## config.mk

```make
export PLATFORM = sky130hd
export DESIGN_NAME = rng_burst_top
export DESIGN_NICKNAME = d
export VERILOG_FILES = /design/src/verilog/rng_pkg.sv /design/src/verilog/rng_ctrl_fsm.sv /design/src/verilog/burst_counter.sv /design/src/verilog/xorshift_core.sv /design/src/verilog/rng_burst_top.sv
export VERILOG_INCLUDE_DIRS = /design/src /design/src/verilog
export SDC_FILE = /design/constraint.sdc
export NUM_CORES = 1
export LEC_CHECK = 0
export ABC_AREA = 1
export BUFFER_PORTS_ARGS = -buffer_cell sky130_fd_sc_hd__buf_2
export CAP_MARGIN = 5
export CORE_MARGIN = 1.5
export CORE_UTILIZATION = 45
export CTS_BUF_LIST = sky130_fd_sc_hd__clkbuf_4
export DETAILED_ROUTE_END_ITERATION = 6
export GPL_TIMING_DRIVEN = 0
export PLACE_DENSITY = 0.76
export SLEW_MARGIN = 10
export SYNTH_ARGS = -nofsm -noshare
export SYNTH_HDL_FRONTEND = slang
export SYNTH_SLANG_ARGS = --single-unit
```

## constraint.sdc

```tcl
create_clock -name clk -period 1.9 [get_ports clk]
set_clock_uncertainty 0.1 [all_clocks]
set_input_delay 0.19 -clock clk [delete_from_list [all_inputs] [get_ports clk]]
set_output_delay 0.19 -clock clk [all_outputs]
set_load 0.005 [all_outputs]
```

## src/verilog/rng_settings.svh

```systemverilog
// word width, burst length and xorshift amounts for the burst generator, included by package and testbench
`ifndef RNG_SETTINGS_SVH
`define RNG_SETTINGS_SVH

// generator word width in bits
`define RNG_WIDTH 32

// words emitted per accepted seed
`define RNG_BURST_LEN 256

// xorshift32 triple, applied in order
`define RNG_SHIFT_A 13 // left
`define RNG_SHIFT_B 17 // right
`define RNG_SHIFT_C 5  // left

// counter width, enough to index every word of a burst
`define RNG_CNT_WIDTH $clog2(`RNG_BURST_LEN)

`endif

```

## src/verilog/rng_pkg.sv

```systemverilog
// shared types of the burst generator, imported by every design module that needs them
`include "rng_settings.svh"

package rng_pkg;

    // one generator word
    typedef logic [`RNG_WIDTH-1:0] rng_word_t;

    // position inside a burst, 0 .. RNG_BURST_LEN-1
    typedef logic [`RNG_CNT_WIDTH-1:0] burst_cnt_t;

    // burst controller states
    typedef enum logic [1:0] {
        IDLE  = 2'd0, // waiting for a seed
        RUN   = 2'd1, // one word per cycle while hold is low
        PAUSE = 2'd2  // held off by downstream
    } rng_state_e;

    // pulses from the controller to counter and core
    typedef struct packed {
        logic load; // capture the seed
        logic step; // advance and emit one word
    } rng_ctrl_t;

    // registered output word
    typedef struct packed {
        logic      valid; // one cycle per word
        rng_word_t num;   // zero when valid is low
    } rng_out_t;

endpackage

```

## src/verilog/rng_ctrl_fsm.sv

```systemverilog
// burst controller FSM, turns in_valid, hold and last into load/step pulses and the busy level
module rng_ctrl_fsm (
    input  logic              clk,
    input  logic              rst_n,
    input  logic              in_valid, // seed strobe, only honoured when idle
    input  logic              hold,     // downstream back-pressure level
    input  logic              last,     // counter sits on the final word
    output rng_pkg::rng_ctrl_t ctrl,
    output logic              busy
);

    import rng_pkg::*;

    rng_state_e state;
    rng_state_e state_nxt;
    logic       load;
    logic       step;

    // strobes are pure decodes of the current state and inputs
    assign load = (state == IDLE) && in_valid;
    assign step = (state == RUN) && !hold;

    always_comb begin
        ctrl      = '0;
        ctrl.load = load;
        ctrl.step = step;
    end

    assign busy = (state != IDLE);

    // next state
    always_comb begin
        state_nxt = state;
        case (state)
            IDLE: begin
                if (in_valid) begin
                    state_nxt = RUN;
                end
            end
            RUN: begin
                if (hold) begin
                    state_nxt = PAUSE; // no step this edge
                end else if (last) begin
                    state_nxt = IDLE;  // final step of the burst
                end
            end
            PAUSE: begin
                // resume without a step, next word one edge later
                if (!hold) begin
                    state_nxt = RUN;
                end
            end
            default: begin
                state_nxt = IDLE;
            end
        endcase
    end

    always_ff @(posedge clk or negedge rst_n) begin
        if (!rst_n) begin
            state <= IDLE;
        end else begin
            state <= state_nxt;
        end
    end

endmodule

```

## src/verilog/burst_counter.sv

```systemverilog
// word counter of one burst, cleared by load, advanced by step, flags the final word
`include "rng_settings.svh"

module burst_counter (
    input  logic               clk,
    input  logic               rst_n,
    input  rng_pkg::rng_ctrl_t ctrl,
    output logic               last
);

    import rng_pkg::*;

    localparam burst_cnt_t LAST_IDX = burst_cnt_t'(`RNG_BURST_LEN - 1);

    burst_cnt_t cnt;

    // index of the word the next step will produce
    always_ff @(posedge clk or negedge rst_n) begin
        if (!rst_n) begin
            cnt <= '0;
        end else if (ctrl.load) begin
            cnt <= '0; // fresh burst
        end else if (ctrl.step) begin
            cnt <= cnt + 1'b1; // wraps to zero after the last word
        end
    end

    // position only, the controller decides when a step happens
    assign last = (cnt == LAST_IDX);

endmodule

```

## src/verilog/xorshift_core.sv

```systemverilog
// xorshift32 generator state and registered output stage of the burst generator
`include "rng_settings.svh"

module xorshift_core (
    input  logic               clk,
    input  logic               rst_n,
    input  rng_pkg::rng_word_t seed,
    input  rng_pkg::rng_ctrl_t ctrl,
    output rng_pkg::rng_out_t  rng_out
);

    import rng_pkg::*;

    rng_word_t gen_state;
    rng_word_t next_word;

    // one xorshift32 round, the three shifts applied in order
    function automatic rng_word_t xorshift_next(input rng_word_t x);
        rng_word_t t;
        t = x ^ (x << `RNG_SHIFT_A);
        t = t ^ (t >> `RNG_SHIFT_B);
        t = t ^ (t << `RNG_SHIFT_C);
        return t;
    endfunction

    assign next_word = xorshift_next(gen_state);

    // generator state, seeded by load and advanced by step
    always_ff @(posedge clk or negedge rst_n) begin
        if (!rst_n) begin
            gen_state <= '0;
        end else if (ctrl.load) begin
            gen_state <= seed;
        end else if (ctrl.step) begin
            gen_state <= next_word;
        end
    end

    // output word lands one cycle after its step
    always_ff @(posedge clk or negedge rst_n) begin
        if (!rst_n) begin
            rng_out <= '0;
        end else if (ctrl.step) begin
            rng_out.valid <= 1'b1;
            rng_out.num   <= next_word; // same value the state takes
        end else begin
            rng_out <= '0; // num is zero between words
        end
    end

endmodule

```

## src/verilog/rng_burst_top.sv

```systemverilog
// top level of the burst generator, connects controller, counter and xorshift core
module rng_burst_top (
    input  logic               clk,
    input  logic               rst_n,
    input  logic               in_valid, // one-cycle seed strobe
    input  rng_pkg::rng_word_t seed,
    input  logic               hold,     // pauses the burst while high
    output rng_pkg::rng_out_t  rng_out,
    output logic               busy      // high for the whole burst
);

    import rng_pkg::*;

    rng_ctrl_t ctrl; // load/step from the controller
    logic      last; // final word of the burst

    // burst FSM
    rng_ctrl_fsm u_ctrl (
        .clk      (clk),
        .rst_n    (rst_n),
        .in_valid (in_valid),
        .hold     (hold),
        .last     (last),
        .ctrl     (ctrl),
        .busy     (busy)
    );

    // position within the burst
    burst_counter u_cnt (
        .clk   (clk),
        .rst_n (rst_n),
        .ctrl  (ctrl),
        .last  (last)
    );

    // generator and output register
    xorshift_core u_core (
        .clk     (clk),
        .rst_n   (rst_n),
        .seed    (seed),
        .ctrl    (ctrl),
        .rng_out (rng_out)
    );

endmodule

```

==> key figures, run 1 <==
Synth
  – Post-synth EDFFs: 0
  – Top-area cell type share of the netlist area: 0.4724
  – Yosys synthesis warning count: 0
  – Synth Area in Compound Gates: 0.09386
  – Adder-Cell Fraction of Synth Area: 0.003150
  – Post-Synth XOR/XNOR Area: 0.03087
  – Largest family of logic cells by synthesized area: simple AND/OR/NAND/NOR gates
  – Syn_nets: 570
  – Synth Cell Area: 3973 sq um
  – Top post-synthesis cells by count: 206 x nand2_1, 82 x inv_1, 75 x dfrtp_1, 42 x nand3_1, 25 x nor2_1
  – Number of synthesized register bits: 75
  – Top_reg_cell synth: dfrtp_1
  – Most frequent cell after synthesis: nand2_1
  – Distinct cells, synth: 27
  – Post-synthesis sequential area ratio: 0.4724
  – Mean post-synth cell area: 7.453 sq um
  – Synth Area in Simple Gates: 0.2920
  – Leading area contributor after synthesis: dfrtp_1
  – Synth top area cells: dfrtp_1 47%, nand2_1 19%, inv_1 7.7%
  – Post-synthesis mux area share: 0
  – Ys async rst share: 1.000
  – Synth Instances: 533

Floorplan
  – Die Wd: 96.96 um
  – Chip height: 96.96 um
  – Area of the core: 8636 sq um
  – # rows: 34
  – Starting Density: 0.4600
  – Ports: 70
  – Die area: 9400 sq um

Place
  – Routability cong.: 0.8898
  – DPL Wire Length: 7450 um
  – Buffers added on ports: 69
  – Pre-CTS WS: 0.3840 ns

Detailed routing
  – Met1 Routed Length: 4508 um
  – Iter 0 DRT Violations: 207
  – First drt pass iteration count: 5
  – Routed WL: 10510 um
  – Routed vias: 3835
  – Met2 WL post-DR: 5034 um
  – DRC viols: 0
  – Top sig layer: met4
  – Routed wire per std cell: 13.85 um
  – Vias/cell: 5.053
  – Post-DRT Antenna Nets: 0
  – Metal3 WL: 526 um

Layout
  – Filler cells: 811
  – Layout area overhead: 24.54%
  – Final core utilization: 0.5729
  – Number of diodes: 0
  – Total Nets Final: 684
  – Layout cells sized above 1: 0.1659

Critical path
  – CP endpoint: u_core.gen_state[27]$_DFFE_PN0P_
  – CP Launch Type: flip-flop
  – Worst reg2reg endpoint: u_core.gen_state[27]$_DFFE_PN0P_
  – CP Capture Type: flip-flop
  – Reg-to-reg slack, setup: 0.36 ns
  – R2r worst-path depth: 5
  – Crit Path Max Fanout: 10
  – CP arrival: 1.79 ns
  – CP startpoint: u_ctrl.state[1]$_DFFE_PN0P_
  – Path type of the worst setup path: flip-flop to flip-flop
  – Critical Path RT: 2.15 ns
  – RR Startpoint: u_ctrl.state[1]$_DFFE_PN0P_

Global routing
  – Vias in the first global route: 3862
  – GRT Total Usage: 0.2370
  – Gr ovfl total: 0
  – Pin count of the biggest net entering global routing: 53
  – First-pass GRT wire length: 17660 um
  – Initial antenna violation count: 0

Timing
  – Min cycle time layout: 1.542 ns
  – Setup violators final: 0
  – Max-slew violations: 0
  – Slew @ Worst Pin: 0.3287 ns
  – Fmax: 648.6 MHz
  – Final period util: 0.8115
  – Post-route setup TNS: 0 ns
  – RSZ-0062 raised after global routing: false
  – Fin Hold WS: -0.004910 ns
  – Max-slew headroom: 0.7793
  – Final worst slack: 0.3582 ns
  – Number of hold violations in the final report: 1

Power
  – Pwr dens: 1720 nW/um^2
  – Seq pwr share: 0.319
  – Pint: 4.421 mW
  – Combinational Power Share: 0.566
  – Leak: 2.804 nW
  – Clock Power Share: 0.116
  – Sw frac: 0.4804
  – Peak supply drop: 0.5392 mV
  – Sw Pwr: 4.088 mW

Clock network
  – CTS tree: yes
  – CTS root buffer: clkbuf_4
  – CTS Buf Count: 9
  – H-tree depth: 3
  – Post-cts gate resize count: 0
  – Worst skew pair latency: 0.43 ns
  – Reg clk slew, reported paths: 0.13 ns
  – CTS Buffer Depth: 2
  – Clock tree sinks: 75

Worst hold path
  – HP Class: input pin to flip-flop
  – Min-delay src: seed[19]

Run status
  – Status: finished, violations left
  – Failing checks: negative hold slack

Flow run
  – Max_cap viols: 0
-- layer usage --
layer	global-route usage	up-vias
li1	-	1866
met1	0.2889	1784
met2	0.3900	140
met3	0.04913	45
met4	0.1349	0
met5	0	-
-- cells in the final DEF (no fill, tap or decap), types with 12 or more instances in the layout --
cell,count
buf_2,72
nand2_1,206
dlygate4sd3_1,33
o21ai_1,12
nor2_1,25
nand3_1,42
o21ai_0,22
o21bai_1,16
xnor2_1,14
dfrtp_1,75
inv_1,82
-- layout make-up --
class | count | area [sq um] | area share
Buffer | 12 | 106.4 | 0.02150
Clock buffer | 9 | 67.56 | 0.01366
Clock inverter | 6 | 66.31 | 0.01340
Inverter | 85 | 321.6 | 0.06500
Multi-Input combinational cell | 361 | 1668 | 0.3371
Sequential cell | 75 | 1877 | 0.3794
Tap cell | 108 | 135.1 | 0.02731
Timing Repair Buffer | 103 | 705.7 | 0.1426
-- through the flow --
step | hold slack, ns | cell area, sq um | power, mW | cells
after floorplan | -0.2056 | 3973 | 6.050 | 533
after global placement | 0.3177 | 4453 | 7.191 | 710
after detailed placement | 0.01193 | 4483 | 7.405 | 711
after CTS | 0.002309 | 4947 | 8.475 | 759
after global routing | 0.02330 | 4947 | 9.321 | 759
final | -0.004910 | 4947 | 8.509 | 759
-- worst max-delay path, stage by stage, from the launching register on --
cell and delay (ns):
dfrtp_1 0.43, inv_1 0.11, nand3_2 0.16, buf_4 0.23, buf_2 0.21, o21bai_1 0.21
-- how the worst min path moves through the flow --
stage                                                  end  depth (start not counted)
after global routing              u_cnt.cnt[6]$_DFFE_PN0P_                          4
final                     u_core.gen_state[19]$_DFFE_PN0P_                          5
after floorplan                   u_cnt.cnt[0]$_DFFE_PN0P_                          0
after detailed placement      u_core.rng_out[30]$_DFF_PN0_                          1
after global placement     u_core.gen_state[4]$_DFFE_PN0P_                          3
after CTS                      u_ctrl.state[0]$_DFFE_PN0P_                          3
-- cell families (layout without fill, tap and decap cells) --
| group | after synthesis | after routing |
|---|---|---|
| AO/OA/AOI/OAI | 62 | 62 |
| XOR/XNOR | 14 | 14 |
| adder cells (fa/ha/maj) | 1 | 1 |
| buffers and inverters | 97 | 215 |
| flip-flops | 75 | 75 |
| AND/OR/NAND/NOR | 284 | 284 |
-- power groups by stage --
stage               combinational (mW)  sequential (mW)  clock (mW)
global placement                  4.49             2.70           0
global route                      5.45             2.81        1.06
detailed placement                4.68             2.73           0
floorplan                         3.36             2.69           0
CTS                               4.77             2.70        1.00
finish                            4.81             2.71       0.985
-- repair_timing --
action | CTS | global route
hold buffers | 33 | 0
setup endpoints to repair | 0 | 0
hold endpoints to repair | 108 | 0
setup buffers | 0 | 0
-- flip-flops by register name, summed over array words and instances (netlist names) --
name / flops
u_core.rng_out: 33
u_core.gen_state: 32
u_cnt.cnt: 8
u_ctrl.state: 2
Power figures use the tool's default switching activity.
==> run 2, diff against run 1 <==
PLACE_DENSITY = 0.79   (was 0.76)
clock period = 1.4 ns   (was 1.9 ns; I/O delays follow)
==> key figures, run 2 (same netlist as run 1, synthesis figures left out) <==
Detailed routing
  – Iter 0 DRT Violations: 368 (was 207)
  – DRC viols: 0 (unchanged)
  – Routed vias: 4011 (was 3835)
  – Routed WL: 11360 um (was 10510 um)
  – Post-DRT Antenna Nets: 0 (unchanged)
  – Vias/cell: 5.136 (was 5.053)
  – First drt pass iteration count: 5 (unchanged)
  – Routed wire per std cell: 14.55 um (was 13.85 um)

Critical path
  – Critical Path RT: 1.62 ns (was 2.15 ns)
  – CP Capture Type: flip-flop (unchanged)
  – Path type of the worst setup path: flip-flop to flip-flop (unchanged)
  – Crit Path Max Fanout: 5 (was 10)
  – CP Launch Type: flip-flop (unchanged)
  – CP arrival: 1.70 ns (was 1.79 ns)
  – RR Startpoint: u_ctrl.state[1]$_DFFE_PN0P_ (unchanged)
  – CP startpoint: u_ctrl.state[1]$_DFFE_PN0P_ (unchanged)

Run status
  – Failing checks: negative setup slack (was negative hold slack)
  – Status: finished, violations left (unchanged)

Layout
  – Largest regs: u_core.rng_out: 33 flops, u_core.gen_state: 32 flops, u_cnt.cnt: 8 flops (unchanged)
  – Filler cells: 695 (was 811)
  – Most flops, register: u_core.rng_out (unchanged)
  – Most common cell after layout, fill and taps aside: nand2_1 (unchanged)
  – Final core utilization: 0.6337 (was 0.5729)
  – Largest register FFs: 33 (unchanged)
  – Total Nets Final: 705 (was 684)
  – Number of diodes: 0 (unchanged)
  – Post-route insts no fill: 781 (was 759)
  – Layout cells sized above 1: 0.2764 (was 0.1659)
  – Layout area overhead: 37.76% (was 24.54%)
  – Most frequent cells in the layout: 188 x nand2_1, 71 x inv_1, 71 x dfrtp_1 (was 206 x nand2_1, 82 x inv_1, 75 x dfrtp_1)

Clock network
  – Worst skew pair latency: 0.43 ns (about the same)
  – CTS Buffer Depth: 2 (unchanged)
  – CTS tree: yes (unchanged)
  – Reg clk slew, reported paths: 0.13 ns (about the same)
  – Clock tree sinks: 75 (unchanged)
  – CTS root buffer: clkbuf_4 (unchanged)
  – CTS Buf Count: 9 (unchanged)
  – H-tree depth: 3 (unchanged)

Floorplan
  – Die Wd: 96.96 um (unchanged)
  – Area of the core: 8636 sq um (unchanged)
  – # rows: 34 (unchanged)
  – Chip height: 96.96 um (unchanged)
  – Die area: 9400 sq um (unchanged)
  – Starting Density: 0.4600 (unchanged)
  – Ports: 70 (unchanged)

Timing
  – Max-slew violations: 0 (unchanged)
  – Final worst slack: -0.07611 ns (was 0.3582 ns)
  – Min cycle time layout: 1.476 ns (was 1.542 ns)
  – Setup violators final: 29 (was 0)
  – Slew @ Worst Pin: 0.3356 ns (was 0.3287 ns)
  – Number of hold violations in the final report: 0 (was 1)
  – Fin Hold WS: 0.02626 ns (was -0.004910 ns)
  – Fmax: 677.5 MHz (was 648.6 MHz)
  – Final period util: 1.054 (was 0.8115)
  – RSZ-0062 raised after global routing: true (was false)
  – Max-slew headroom: 0.7747 (was 0.7793)

Global routing
  – First-pass GRT wire length: 17570 um (was 17660 um)
  – Vias in the first global route: 3772 (was 3862)
  – GRT Total Usage: 0.2368 (was 0.2370)
  – Gr ovfl total: 0 (unchanged)
  – Pin count of the biggest net entering global routing: 54 (was 53)
  – Initial antenna violation count: 0 (unchanged)

Power
  – Leak: 2.997 nW (was 2.804 nW)
  – Peak supply drop: 0.9098 mV (was 0.5392 mV)
  – Pwr dens: 2382 nW/um^2 (was 1720 nW/um^2)
  – Power Total: 13.04 mW (was 8.509 mW)

Place
  – Buffers added on ports: 69 (unchanged)
  – Routability cong.: 0.9425 (was 0.8898)
  – DPL Wire Length: 7374 um (was 7450 um)
  – Post-placement cell count: 711 (unchanged)
  – Pre-CTS WS: -0.1064 ns (was 0.3840 ns)

Flow run
  – Max_cap viols: 0 (unchanged)

Worst hold path
  – HP Class: input pin to asynchronous set/reset pin (was input pin to flip-flop)
==> run 2: changes by cell type in the layout (fill, tap and decap cells not counted), moves of 5 or more <==
cell	before	now
nand2_1	206	188
nand2_2	1	17
o21ai_2	0	15
o21ai_0	22	8
buf_4	2	15
inv_1	82	71
inv_2	2	11
nor2_1	25	19
buf_8	0	5
nand3_1	42	37
==> run 2: what timing repair did <==
action                                 4_1_cts  5_1_grt
endpoints found under the hold margin      109        0
setup endpoints to repair                   64       71
setup buffers                                5       11
cloned                                       0        3
pin swaps                                    2       13
gates resized for setup                     21       88
hold buffers                                35        0
==> run 2: worst max-delay path: stages, from the launching register on <==
cell and delay [ns]:
dfrtp_2 0.46, inv_2 0.09, nand3_4 0.16, nand2_8 0.16, clkbuf_16 0.17, o21ai_2 0.05
o21bai_1 0.16
==> run 2: final timing paths <==
path | cells after the start | slack (ns) | endpoint
max | 6 | -0.08 | u_core.gen_state[27]$_DFFE_PN0P_
min | 2 | 0.03 | u_core.rng_out[2]$_DFF_PN0_
max reg2reg | 6 | -0.08 | u_core.gen_state[27]$_DFFE_PN0P_
min reg2reg | 1 | 0.39 | u_cnt.cnt[3]$_DFFE_PN0P_
max in group asynchronous | 3 | 0.60 | u_core.gen_state[4]$_DFFE_PN0P_
min in group clk | 4 | 0.37 | u_core.gen_state[1]$_DFFE_PN0P_
==> run 2: per-stage QoR <==
stage | area, sq um | TNS (ns)
after detailed placement | 4483 | -2.442
after global routing | 5473 | -4.171
after floorplan | 3973 | 0
after global placement | 4453 | -30.43
final | 5473 | -0.8774
after CTS | 5080 | -0.1218
==> run 2: cell type report <==
class	count	area (sq um)	area share
plain buffers	12	180.2	0.03292
flip-flops and latches	75	1882	0.3438
multi-input cells	361	1866	0.3409
inverters	85	336.6	0.06150
repair buffers	124	937.1	0.1712
clock buffers	9	67.56	0.01235
well taps	108	135.1	0.02469
clock inverters	7	68.82	0.01257
==> run 2: metal layers <==
metal  up-vias  global-route usage  wire (um)
li1       1919                   -          -
met1      1894              0.2953       4628
met2       170              0.3964       5651
met3        28             0.03468        759
met4         0              0.1271        322
met5         -                   0          0
==> run 2: report_power, final <==
group / total (mW) / internal (mW) / switching (mW) / leakage [nW]
Sequential: 3.73 / 3.07 / 0.663 / 0.967
Combinational: 7.95 / 3.21 / 4.74 / 1.97
Clock: 1.36 / 0.534 / 0.821 / 0.0632
